File: config.mk
export PLATFORM = sky130hd
export DESIGN_NAME = frontEndTop
export DESIGN_NICKNAME = d
export VERILOG_FILES = /design/src/logic/frontEndPkg.sv /design/src/logic/cramWordWriter.sv /design/src/logic/diagBusCycle.sv /design/src/logic/frontEndTop.sv /design/src/logic/masterResetSeq.sv
export SDC_FILE = /design/constraint.sdc
export NUM_CORES = 1
export LEC_CHECK = 0
export BUFFER_PORTS_ARGS = -buffer_cell sky130_fd_sc_hd__buf_2
export CORE_MARGIN = 2
export CORE_UTILIZATION = 40
export DETAILED_ROUTE_END_ITERATION = 8
export GPL_ROUTABILITY_DRIVEN = 0
export PLACE_DENSITY = 0.66
export SYNTH_ARGS = -nofsm -noshare
export SYNTH_HDL_FRONTEND = slang
export SYNTH_SLANG_ARGS = --single-unit
File: constraint.sdc
create_clock -name clk -period 6.5 [get_ports clk]
set_input_delay 0.325 -clock clk [delete_from_list [all_inputs] [get_ports clk]]
set_output_delay 0.325 -clock clk [all_outputs]
set_load 0.01 [all_outputs]
File: src/logic/frontEndPkg.sv
// Shared widths, diagnostic function codes and reset table; bit 0 of every bus and word is the MSB
package frontEndPkg;

  //////////////////////////////
  // Machine widths, numbered from the MSB as in the KL10 prints
  typedef logic [0:35] ebusWord;
  typedef logic [0:10] cramAddr;
  typedef logic [0:85] cramWord;

  // Diagnostic function codes, octal as in the front-end listings
  typedef enum logic [6:0] {
    fnStopClock       = 7'o000,
    fnStartClock      = 7'o001,
    fnStepClock       = 7'o002,
    fnCondStep        = 7'o004,
    fnClearReset      = 7'o006,
    fnSetReset        = 7'o007,
    fnClearRun        = 7'o010,
    fnBurstCtrRh      = 7'o042,
    fnBurstCtrLh      = 7'o043,
    fnClockSrcRate    = 7'o044,
    fnClockDisables   = 7'o045,
    fnResetParRegs    = 7'o046,
    fnMboxDisable     = 7'o047,
    fnCramAddrRh      = 7'o051,
    fnCramAddrLh      = 7'o052,
    fnCramWrite80to85 = 7'o053,
    fnCramWrite60to79 = 7'o054,
    fnCramWrite40to59 = 7'o055,
    fnCramWrite20to39 = 7'o056,
    fnCramWrite00to19 = 7'o057,
    fnEnableKl        = 7'o067,
    fnInitChannels    = 7'o070,
    fnWriteMbox       = 7'o071,
    fnEbusLoad        = 7'o076,
    fnLoadAr          = 7'o077,
    fnCramRead80to85  = 7'o141,
    fnCramRead60to79  = 7'o144,
    fnCramRead40to59  = 7'o145,
    fnCramRead20to39  = 7'o146,
    fnCramRead00to19  = 7'o147
  } diagFunction;

  // Write drives data, function strobes only, read samples the bus
  typedef enum logic [1:0] {cycWrite, cycFunction, cycRead} cycleKind;

  typedef enum logic [2:0] {
    rsCrobar, rsDelay, rsPhaseOne, rsSyncWait, rsStepWait, rsStep, rsPhaseTwo, rsReady
  } resetState;

  typedef enum logic [2:0] {csIdle, csWrite, csRead} cramState;

  //////////////////////////////
  // Timing constants, all in clk cycles
  localparam int crobarCycles     = 100;
  localparam int resetDelayCycles = 10;
  localparam int strobeCycles     = 6;
  // Start to done, including the drive tail and the done cycle
  localparam int busCycleLen      = strobeCycles + 2;
  localparam int syncTries        = 5;
  localparam int syncWaitCycles   = 5;

  //////////////////////////////
  // Master-reset table
  typedef struct packed {
    diagFunction func;
    cycleKind    kind;
    ebusWord     data;
  } resetEntry;

  localparam int resetTableLen = 16;
  // First entry of phase two, the sync loop runs in between
  localparam int phaseTwoStart = 11;

  localparam resetEntry resetTable [0:resetTableLen-1] = '{
    '{fnClearRun,      cycFunction, 36'o0},
    '{fnClockSrcRate,  cycWrite,    36'o0},
    '{fnStopClock,     cycFunction, 36'o0},
    '{fnSetReset,      cycFunction, 36'o0},
    '{fnResetParRegs,  cycWrite,    36'o0},
    '{fnMboxDisable,   cycWrite,    36'o0},
    '{fnBurstCtrLh,    cycWrite,    36'o0},
    '{fnClockDisables, cycWrite,    36'o0},
    '{fnStartClock,    cycFunction, 36'o0},
    '{fnInitChannels,  cycWrite,    36'o0},
    '{fnBurstCtrRh,    cycWrite,    36'o0},
    // Phase two
    '{fnCondStep,      cycFunction, 36'o0},
    '{fnClearReset,    cycFunction, 36'o0},
    '{fnEnableKl,      cycWrite,    36'o0},
    '{fnEbusLoad,      cycWrite,    36'o0},
    '{fnWriteMbox,     cycWrite,    36'o120}
  };

endpackage

File: src/logic/cramWordWriter.sv
// Control-RAM word access as seven back-to-back bus cycles; write done comes with the last bus done
`timescale 1ns/1ps

module cramWordWriter (
  input  logic                     clk,
  input  logic                     reset,
  input  logic                     enable,
  input  logic                     writeReq,
  input  logic                     readReq,
  input  frontEndPkg::cramAddr     addr,
  input  frontEndPkg::cramWord     wordIn,
  input  logic                     cycleDone,
  input  frontEndPkg::ebusWord     cycleReadData,
  output logic                     cycleStart,
  output frontEndPkg::cycleKind    cycleKind,
  output frontEndPkg::diagFunction cycleFunc,
  output frontEndPkg::ebusWord     cycleData,
  output frontEndPkg::cramWord     wordOut,
  output logic                     busy,
  output logic                     done
);

  frontEndPkg::cramState state;
  // Index of the bus cycle in flight, 0 and 1 are the address halves
  logic [2:0] stepIdx;
  logic       lastDone;
  logic       readDone;
  frontEndPkg::cramAddr addrReg;
  frontEndPkg::cramWord wordReg;

  // Operands of the cycle being started now
  logic [2:0] issueStep;
  logic       issueRead;
  frontEndPkg::cramAddr issueAddr;
  frontEndPkg::cramWord issueWord;

  // Twenty slice bits as five groups of four, two zero bits between groups
  function automatic frontEndPkg::ebusWord spreadSlice(input logic [0:19] s);
    spreadSlice = {8'b0, s[0:3], 2'b0, s[4:7], 2'b0, s[8:11], 2'b0, s[12:15], 2'b0, s[16:19]};
  endfunction

  assign busy     = state != frontEndPkg::csIdle;
  assign lastDone = busy && cycleDone && stepIdx == 3'd6;

  // Write finishes with its last bus cycle, read one cycle later once wordOut is whole
  assign done = (state == frontEndPkg::csWrite && lastDone) || readDone;

  assign cycleStart = (!busy && enable && (writeReq || readReq))
                   || (busy && cycleDone && stepIdx != 3'd6);

  always_comb begin
    if (!busy) begin
      issueStep = 3'd0;
      issueRead = readReq && !writeReq;
      issueAddr = addr;
      issueWord = wordIn;
    end else begin
      issueStep = stepIdx + 3'd1;
      issueRead = state == frontEndPkg::csRead;
      issueAddr = addrReg;
      issueWord = wordReg;
    end
    cycleKind = (issueRead && issueStep >= 3'd2) ? frontEndPkg::cycRead : frontEndPkg::cycWrite;
    cycleData = '0;
    case (issueStep)
      3'd0: begin
        cycleFunc = frontEndPkg::fnCramAddrRh;
        cycleData = {issueAddr[5:10], 30'b0};
      end
      3'd1: begin
        cycleFunc = frontEndPkg::fnCramAddrLh;
        cycleData = {1'b0, issueAddr[0:4], 30'b0};
      end
      3'd2: begin
        // Only even bits of 60-79 go in, odd positions stay zero
        cycleFunc = issueRead ? frontEndPkg::fnCramRead00to19 : frontEndPkg::fnCramWrite60to79;
        cycleData = issueRead ? '0 : spreadSlice(issueWord[60:79] & 20'hAAAAA);
      end
      3'd3: begin
        cycleFunc = issueRead ? frontEndPkg::fnCramRead20to39 : frontEndPkg::fnCramWrite40to59;
        cycleData = issueRead ? '0 : spreadSlice(issueWord[40:59]);
      end
      3'd4: begin
        cycleFunc = issueRead ? frontEndPkg::fnCramRead40to59 : frontEndPkg::fnCramWrite20to39;
        cycleData = issueRead ? '0 : spreadSlice(issueWord[20:39]);
      end
      3'd5: begin
        cycleFunc = issueRead ? frontEndPkg::fnCramRead60to79 : frontEndPkg::fnCramWrite00to19;
        cycleData = issueRead ? '0 : spreadSlice(issueWord[0:19]);
      end
      default: begin
        // Special field {CALL,DISP} rides in bus bits 0-5
        cycleFunc = issueRead ? frontEndPkg::fnCramRead80to85 : frontEndPkg::fnCramWrite80to85;
        cycleData = issueRead ? '0 : {issueWord[80:85], 30'b0};
      end
    endcase
  end

  always_ff @(posedge clk) begin
    if (reset) begin
      state    <= frontEndPkg::csIdle;
      stepIdx  <= 3'd0;
      readDone <= 1'b0;
    end else begin
      readDone <= state == frontEndPkg::csRead && lastDone;
      if (!busy && cycleStart) begin
        state   <= issueRead ? frontEndPkg::csRead : frontEndPkg::csWrite;
        stepIdx <= 3'd0;
      end else if (lastDone) begin
        state <= frontEndPkg::csIdle;
      end else if (busy && cycleDone) begin
        stepIdx <= stepIdx + 3'd1;
      end
    end
  end

  // Operands held for the whole sequence, slices gathered as they return
  always_ff @(posedge clk) begin
    if (!busy && cycleStart) begin
      addrReg <= addr;
      wordReg <= wordIn;
    end
    if (state == frontEndPkg::csRead && cycleDone) begin
      case (stepIdx)
        3'd2: wordOut[0:19]  <= cycleReadData[0:19];
        3'd3: wordOut[20:39] <= cycleReadData[0:19];
        3'd4: wordOut[40:59] <= cycleReadData[0:19];
        3'd5: wordOut[60:79] <= cycleReadData[0:19];
        3'd6: wordOut[80:85] <= cycleReadData[0:5];
        default: ;
      endcase
    end
  end

endmodule

File: src/logic/diagBusCycle.sv
// One diagnostic bus cycle per start pulse; start is taken only when idle or in the done cycle
`timescale 1ns/1ps

module diagBusCycle (
  input  logic                     clk,
  input  logic                     reset,
  input  logic                     start,
  input  frontEndPkg::cycleKind    kind,
  input  frontEndPkg::diagFunction func,
  input  frontEndPkg::ebusWord     writeData,
  input  frontEndPkg::ebusWord     ebusIn,
  output frontEndPkg::diagFunction diagFunc,
  output logic                     diagStrobe,
  output frontEndPkg::ebusWord     ebusOut,
  output logic                     ebusDriving,
  output frontEndPkg::ebusWord     readData,
  output logic                     done
);

  // Cycle position, 0 when idle, 1 to busCycleLen while running
  logic [3:0] phase;
  logic       accept;

  // Latched request
  frontEndPkg::cycleKind    kindReg;
  frontEndPkg::diagFunction funcReg;
  frontEndPkg::ebusWord     dataReg;

  //////////////////////////////
  // Window decode

  // Done is the last position of the count
  assign done = phase == 4'(frontEndPkg::busCycleLen);

  // Back-to-back requesters may restart in the done cycle
  assign accept = start && (phase == 4'd0 || done);

  // Strobe covers positions 1 through strobeCycles
  assign diagStrobe = phase >= 4'd1 && phase <= 4'(frontEndPkg::strobeCycles);

  // Drive opens with the strobe and holds one cycle past it
  assign ebusDriving = kindReg == frontEndPkg::cycWrite
                    && phase >= 4'd1
                    && phase <= 4'(frontEndPkg::strobeCycles + 1);

  // Bus reads zero when this side is not driving
  assign ebusOut = ebusDriving ? dataReg : '0;

  // Code is qualified by the strobe on the machine side
  assign diagFunc = funcReg;

  //////////////////////////////
  // Sequencing

  always_ff @(posedge clk) begin
    if (reset) begin
      phase <= 4'd0;
    end else if (accept) begin
      phase <= 4'd1;
    end else if (done) begin
      phase <= 4'd0;
    end else if (phase != 4'd0) begin
      phase <= phase + 4'd1;
    end
  end

  // Request fields, loaded when a cycle is taken
  always_ff @(posedge clk) begin
    if (accept) begin
      kindReg <= kind;
      funcReg <= func;
      dataReg <= writeData;
    end
  end

  // Read sample in the last strobe cycle, bus is settled by then
  always_ff @(posedge clk) begin
    if (kindReg == frontEndPkg::cycRead &&
        phase == 4'(frontEndPkg::strobeCycles)) begin
      readData <= ebusIn;
    end
  end

endmodule

File: src/logic/frontEndTop.sv
// Front-end sequencer top; control-RAM requests are ignored until the master reset is done
`timescale 1ns/1ps

module frontEndTop (
  input  logic                     clk,
  input  logic                     reset,
  input  logic                     changeComingL,
  input  frontEndPkg::ebusWord     ebusIn,
  input  logic                     cramWriteReq,
  input  logic                     cramReadReq,
  input  frontEndPkg::cramAddr     cramAddrIn,
  input  frontEndPkg::cramWord     cramWordIn,
  output frontEndPkg::diagFunction diagFunc,
  output logic                     diagStrobe,
  output frontEndPkg::ebusWord     ebusOut,
  output logic                     ebusDriving,
  output logic                     crobar,
  output logic                     ready,
  output logic                     syncError,
  output frontEndPkg::cramWord     cramWordOut,
  output logic                     cramDone
);

  //////////////////////////////
  // Requester side signals
  logic                     rsStart;
  frontEndPkg::cycleKind    rsKind;
  frontEndPkg::diagFunction rsFunc;
  frontEndPkg::ebusWord     rsData;
  logic                     rsBusy;
  logic                     rsCycleDone;

  logic                     cwStart;
  frontEndPkg::cycleKind    cwKind;
  frontEndPkg::diagFunction cwFunc;
  frontEndPkg::ebusWord     cwData;
  logic                     cwBusy;
  logic                     cwCycleDone;

  // Granted request into the bus cycle
  logic                     busStart;
  frontEndPkg::cycleKind    busKind;
  frontEndPkg::diagFunction busFunc;
  frontEndPkg::ebusWord     busData;
  frontEndPkg::ebusWord     busReadData;
  logic                     busDone;

  // Reset sequencer owns the bus for as long as it is busy
  assign busStart = rsBusy ? rsStart : cwStart;
  assign busKind  = rsBusy ? rsKind  : cwKind;
  assign busFunc  = rsBusy ? rsFunc  : cwFunc;
  assign busData  = rsBusy ? rsData  : cwData;

  // Done goes back only to the granted requester
  assign rsCycleDone = busDone && rsBusy;
  assign cwCycleDone = busDone && !rsBusy && cwBusy;

  diagBusCycle i_busCycle (
    .clk(clk), .reset(reset), .start(busStart), .kind(busKind), .func(busFunc),
    .writeData(busData), .ebusIn(ebusIn), .diagFunc(diagFunc), .diagStrobe(diagStrobe),
    .ebusOut(ebusOut), .ebusDriving(ebusDriving), .readData(busReadData), .done(busDone)
  );

  masterResetSeq i_resetSeq (
    .clk(clk), .reset(reset), .changeComingL(changeComingL), .cycleDone(rsCycleDone),
    .cycleStart(rsStart), .cycleKind(rsKind), .cycleFunc(rsFunc), .cycleData(rsData),
    .crobar(crobar), .busy(rsBusy), .ready(ready), .syncError(syncError)
  );

  cramWordWriter i_cramWriter (
    .clk(clk), .reset(reset), .enable(ready), .writeReq(cramWriteReq),
    .readReq(cramReadReq), .addr(cramAddrIn), .wordIn(cramWordIn),
    .cycleDone(cwCycleDone), .cycleReadData(busReadData), .cycleStart(cwStart),
    .cycleKind(cwKind), .cycleFunc(cwFunc), .cycleData(cwData),
    .wordOut(cramWordOut), .busy(cwBusy), .done(cramDone)
  );

endmodule

File: src/logic/masterResetSeq.sv
// Crowbar, master-reset table and memory-box sync; changeComingL is assumed synchronous to clk
`timescale 1ns/1ps

module masterResetSeq (
  input  logic                     clk,
  input  logic                     reset,
  input  logic                     changeComingL,
  input  logic                     cycleDone,
  output logic                     cycleStart,
  output frontEndPkg::cycleKind    cycleKind,
  output frontEndPkg::diagFunction cycleFunc,
  output frontEndPkg::ebusWord     cycleData,
  output logic                     crobar,
  output logic                     busy,
  output logic                     ready,
  output logic                     syncError
);

  frontEndPkg::resetState state;

  // Shared by crowbar, delay and sync waits
  logic [6:0] timer;
  logic [3:0] tableIdx;
  logic [2:0] tries;
  // A bus cycle is in flight
  logic       waiting;
  logic       changeComing;
  logic       issuing;

  assign changeComing = !changeComingL;

  assign crobar = state == frontEndPkg::rsCrobar;
  assign ready  = state == frontEndPkg::rsReady;
  assign busy   = !ready;

  //////////////////////////////
  // Bus request

  assign issuing = state == frontEndPkg::rsPhaseOne
                || state == frontEndPkg::rsPhaseTwo
                || state == frontEndPkg::rsStep;

  // One start per cycle, next one only after done
  assign cycleStart = issuing && !waiting;

  always_comb begin
    if (state == frontEndPkg::rsStep) begin
      cycleFunc = frontEndPkg::fnStepClock;
      cycleKind = frontEndPkg::cycFunction;
      cycleData = '0;
    end else begin
      cycleFunc = frontEndPkg::resetTable[tableIdx].func;
      cycleKind = frontEndPkg::resetTable[tableIdx].kind;
      cycleData = frontEndPkg::resetTable[tableIdx].data;
    end
  end

  //////////////////////////////
  // Sequencer

  always_ff @(posedge clk) begin
    if (reset) begin
      state     <= frontEndPkg::rsCrobar;
      timer     <= 7'd0;
      tableIdx  <= 4'd0;
      tries     <= 3'd0;
      waiting   <= 1'b0;
      syncError <= 1'b0;
    end else begin
      if (cycleStart) begin
        waiting <= 1'b1;
      end else if (cycleDone) begin
        waiting <= 1'b0;
      end

      case (state)
        frontEndPkg::rsCrobar: begin
          timer <= timer + 7'd1;
          if (timer == 7'(frontEndPkg::crobarCycles - 1)) begin
            timer <= 7'd0;
            state <= frontEndPkg::rsDelay;
          end
        end
        frontEndPkg::rsDelay: begin
          timer <= timer + 7'd1;
          if (timer == 7'(frontEndPkg::resetDelayCycles - 1)) begin
            state <= frontEndPkg::rsPhaseOne;
          end
        end
        frontEndPkg::rsPhaseOne: begin
          if (cycleDone) begin
            tableIdx <= tableIdx + 4'd1;
            // Last phase one entry hands over to the sync loop
            if (tableIdx == 4'(frontEndPkg::phaseTwoStart - 1)) begin
              timer <= 7'd0;
              state <= frontEndPkg::rsSyncWait;
            end
          end
        end
        frontEndPkg::rsSyncWait: begin
          timer <= timer + 7'd1;
          if (timer == 7'(frontEndPkg::syncWaitCycles - 1)) begin
            timer <= 7'd0;
            if (!changeComing) begin
              state <= frontEndPkg::rsPhaseTwo;
            end else if (tries == 3'(frontEndPkg::syncTries)) begin
              // Give up on sync but finish the reset anyway
              syncError <= 1'b1;
              state     <= frontEndPkg::rsPhaseTwo;
            end else begin
              state <= frontEndPkg::rsStepWait;
            end
          end
        end
        frontEndPkg::rsStepWait: begin
          timer <= timer + 7'd1;
          if (timer == 7'(frontEndPkg::syncWaitCycles - 1)) begin
            timer <= 7'd0;
            state <= frontEndPkg::rsStep;
          end
        end
        frontEndPkg::rsStep: begin
          if (cycleDone) begin
            tries <= tries + 3'd1;
            state <= frontEndPkg::rsSyncWait;
          end
        end
        frontEndPkg::rsPhaseTwo: begin
          if (cycleDone) begin
            tableIdx <= tableIdx + 4'd1;
            if (tableIdx == 4'(frontEndPkg::resetTableLen - 1)) begin
              state <= frontEndPkg::rsReady;
            end
          end
        end
        default: begin
          // Ready holds until the next reset
          state <= frontEndPkg::rsReady;
        end
      endcase
    end
  end

endmodule

==> run summary <==
The run finished with clean final reports. The total internal power came out at 2.73 mW. Leaving out fill and tap cells, the most frequent cell in the layout is buf_2. The synthesized-area fraction occupied by adder cells came out at 2.62%. The pin slew with the least headroom to its limit came out at ~1.2 ns. For this block, the routed nets add up to 23.2 mm of wire.

The endpoint class of the critical path is a register. The clock drives 258 sinks. The maximum fanout along the worst path came out at 36.

The number of warnings printed during yosys synthesis is 0. The half-perimeter wire length of the detailed placement result came out at 14.1 mm. The switching portion of total power came out at 20.3%. The fraction of final layout cells with drive strength greater than 1 came out at ~30%. The power per cell area came out at 255 nW/µm². The number of violations of the max-capacitance limit came out at 0.

The latest clock arrival within the worst-skew pair came out at approximately 0.52 ns. The worst-case vdd ir drop is 0.212 mV. The overflow left after global routing came out at 0. The path class of the tightest hold or removal check is in2reg.

The total of hold buffers inserted after clock tree synthesis came out at 107. The area overhead of the layout relative to synthesis came out at 34.0%. The number of antenna violations at the first check in global routing came out at 1. The worst reg-to-reg path cell count came out at 5. The net count of the finished layout is 1157.

After synthesis, the largest family of logic cells by area is simple AND/OR/NAND/NOR gates. The worst endpoint required time is ~6.6 ns. For this run, design rule violations remaining after detail routing come to 0. The area share of xor/xnor cells in the synthesized design is around 1.2%. Detailed routing inserted a total of 6495 vias.

Measured against the total synthesized area, the mux share comes to 2.96%. The setup-violating endpoint count in the final report is 0. The maximum number of pins on one net before global-route repair is 90. The global routing usage summed across all routing layers came out at 17.3%. Setup repair after global routing left no endpoint under its margin. The share of Yosys cell area claimed by the top area cell type came out at between 60% and 70%. The fraction of the cycle the final worst path needs is 57.7%.

Combinational logic burns 5.4% of the power. The first-pass iteration count of the detailed router is 6. Dividing the detail-routed wire length by the instance count gives 17.3 µm. The final setup TNS came out at 0 ns. The via count of the first global-routing pass came out at 6420. Counting distinct cell types in the post-synthesis netlist gives 58. The worst setup path category is reg2reg.

The average instance in the mapped netlist occupies 15.5 µm². In the synthesized netlist the async set-or-reset flop fraction comes to 0%. The filler cell count is 1956.

After detailed placement, the design holds a cell count of 1186. The number of buffers inserted to repair setup after CTS came out at 0. The cell count after synthesis is 648. In this run the number of H-tree levels came out at 1. The number of cell rows came out at 57.

The prevailing post-synth register cell is edfxtp_1. The post-CTS resize count is 0. STA puts the critical path data arrival time at 3.88 ns. On the final layout, the worst clock skew is 0.0145 ns. The power dissipated by switching net loads came out at ~0.7 mW. The summed instance area of the synthesized netlist came out at 10000 µm². The number of standard cells in the final layout excluding fillers is between 1k and 1.5k. The first-pass GRT wire length is 35.3 mm. Once the floorplan was initialized, standard cells occupied 41.0% of the core. The worst setup path is launched from a register. The post-CTS clock slew at the launch and capture registers of the worst setup and hold paths came out at 0.06 ns. The leakage power of the design came out at 4.98 nW. The top cell types in the final layout, fill and taps aside, are buf_2, edfxtp_1, dlygate4sd3_1. The count of buffers from port buffering came out at 237.

Summing the areas of all compound-gate instances in the mapped netlist gives 6.35% of the synthesized area. The count of nets left with antenna violations once routing finished came out at 0. Counting I/O delays and the setup requirement, the final critical path takes 3.75 ns.

The width of the die is 162 µm. The number of stages on the worst hold path is 3. The fraction of the mapped netlist area in simple logic gates came out at 10.1%.

The final number of hold-violating endpoints came out at 0. The via density per instance came out at 4.85. The DRC marker count from the first detailed-route iteration came out at 419. The register bit total from synthesis came out at 258. The tree is rooted in a clkbuf_16. Counting along the longest clock path gives a buffer depth of 3.

Per report_power, the sequential group accounts for 52.4% of the total. The count of pins on the block boundary is 273. The worst slew slack as a fraction of its limit came out at 17.9%. The final count of pins violating max slew came to 0. From bottom edge to top edge, the die measures 162 µm. The portion of the post-synthesis area used by sequential elements is 74.4%.

The clock network fraction of total power is 42.2%. Counting flops with a built-in enable in the synthesized netlist gives 229. The CTS tree is yes. The cell taking the most area after synthesis is edfxtp_1. The upper clock frequency limit is 267 MHz. The overall die area came out at 26300 µm². The total CTS buffers is 27. The area inside the core boundary came out at 24500 µm². After synthesis, the cell types taking the most area are edfxtp_1, dfxtp_1, ha_1.
==> logic make-up after synthesis <==
family	count (synthesis)
adder cells (fa/ha/maj)	21
AND/OR/NAND/NOR	187
XOR/XNOR	14
AO/OA/AOI/OAI	88
buffers and inverters	50
multiplexers	29
other	1
flip-flops	258
==> path summary, 6_finish.rpt <==
check	start	to	slack, ns
setup / recovery	i_resetSeq.state[1]$_SDFFE_PP0P_	i_busCycle.dataReg[9]$_SDFFCE_PP0P_	2.75
hold / removal	cramWriteReq	i_cramWriter.state[0]$_SDFFE_PP0P_	0.10
hold reg to reg	i_resetSeq.syncError$_SDFFE_PP0P_	i_resetSeq.syncError$_SDFFE_PP0P_	0.47
setup reg to reg	i_resetSeq.state[1]$_SDFFE_PP0P_	i_busCycle.dataReg[9]$_SDFFCE_PP0P_	2.75
==> synthesized netlist by cell type (6+ instances only) <==
library cell  count
a21oi_1          16
a222oi_1         10
a22oi_1           6
and2_1           29
buf_2             8
buf_4            10
clkbuf_1         15
dfxtp_1          29
edfxtp_1        229
ha_1             21
inv_1            13
mux2i_1          24
nand2_1          26
nand2b_1          8
nand4_1           6
nor2_1           62
nor2b_1          10
nor3_1           12
o21ai_0          17
o22a_1           10
xnor2_1           6
xor2_1            8
==> area by class of cell <==
class	count	area (µm²)	area share, %
Sequential cell	258	7460	55.5
Multi-Input combinational cell	348	2390	17.8
Tap cell	324	405	3.02
Timing Repair Buffer	349	2290	17.1
Antenna cell	1	2.50	0.0186
Clock buffer	31	691	5.14
Inverter	14	52.6	0.391
Clock inverter	15	141	1.05
==> flip-flops by register name, summed over array words and instances (netlist names), 2 cells and up, named ones only <==
signal	cells
i_cramWriter.wordOut	86
i_cramWriter.wordReg	76
i_busCycle.dataReg	27
i_busCycle.readData	20
i_cramWriter.addrReg	11
i_busCycle.diagFunc	7
i_resetSeq.timer	7
i_busCycle.phase	4
i_resetSeq.tableIdx	4
i_cramWriter.stepIdx	3
i_resetSeq.tries	3
i_busCycle.kindReg	2
i_cramWriter.state	2
i_resetSeq.state	2
==> worst max-delay path, cell delays in order, from the launching register on <==
cell     delay [ns]
dfxtp_1        0.77
nand3_1        0.69
or3_4          0.63
a21oi_4        0.18
nor4_2         0.11
nor2b_4        0.95
==> metal layers <==
metal	global-route usage (%)	routed length, µm
met1	21.6	9590
met2	29.9	11100
met3	4.47	1930
met4	4.47	533
met5	0	0
==> metrics by stage <==
step	hold slack (ns)	setup slack, ns	instance area [µm²]	power (mW)	utilization [%]
after detailed placement	0.459	2.67	11500	1.97	47.1
after CTS	0.0789	2.64	13400	3.47	54.9
after floorplan	0.424	1.05	10100	1.90	-
after global placement	0.449	2.70	11500	1.97	47.1
after global routing	0.109	2.47	13400	3.57	54.9
final	0.101	2.75	13400	3.43	54.9
==> power by group through the flow <==
stage	clock network (mW)	registers [mW]	logic, mW
after floorplan	0	1.83	0.0648
after global placement	0	1.83	0.133
after detailed placement	0	1.83	0.135
after CTS	1.48	1.80	0.186
after global routing	1.56	1.80	0.206
final	1.45	1.80	0.186
(Power assumes the default switching activity.)
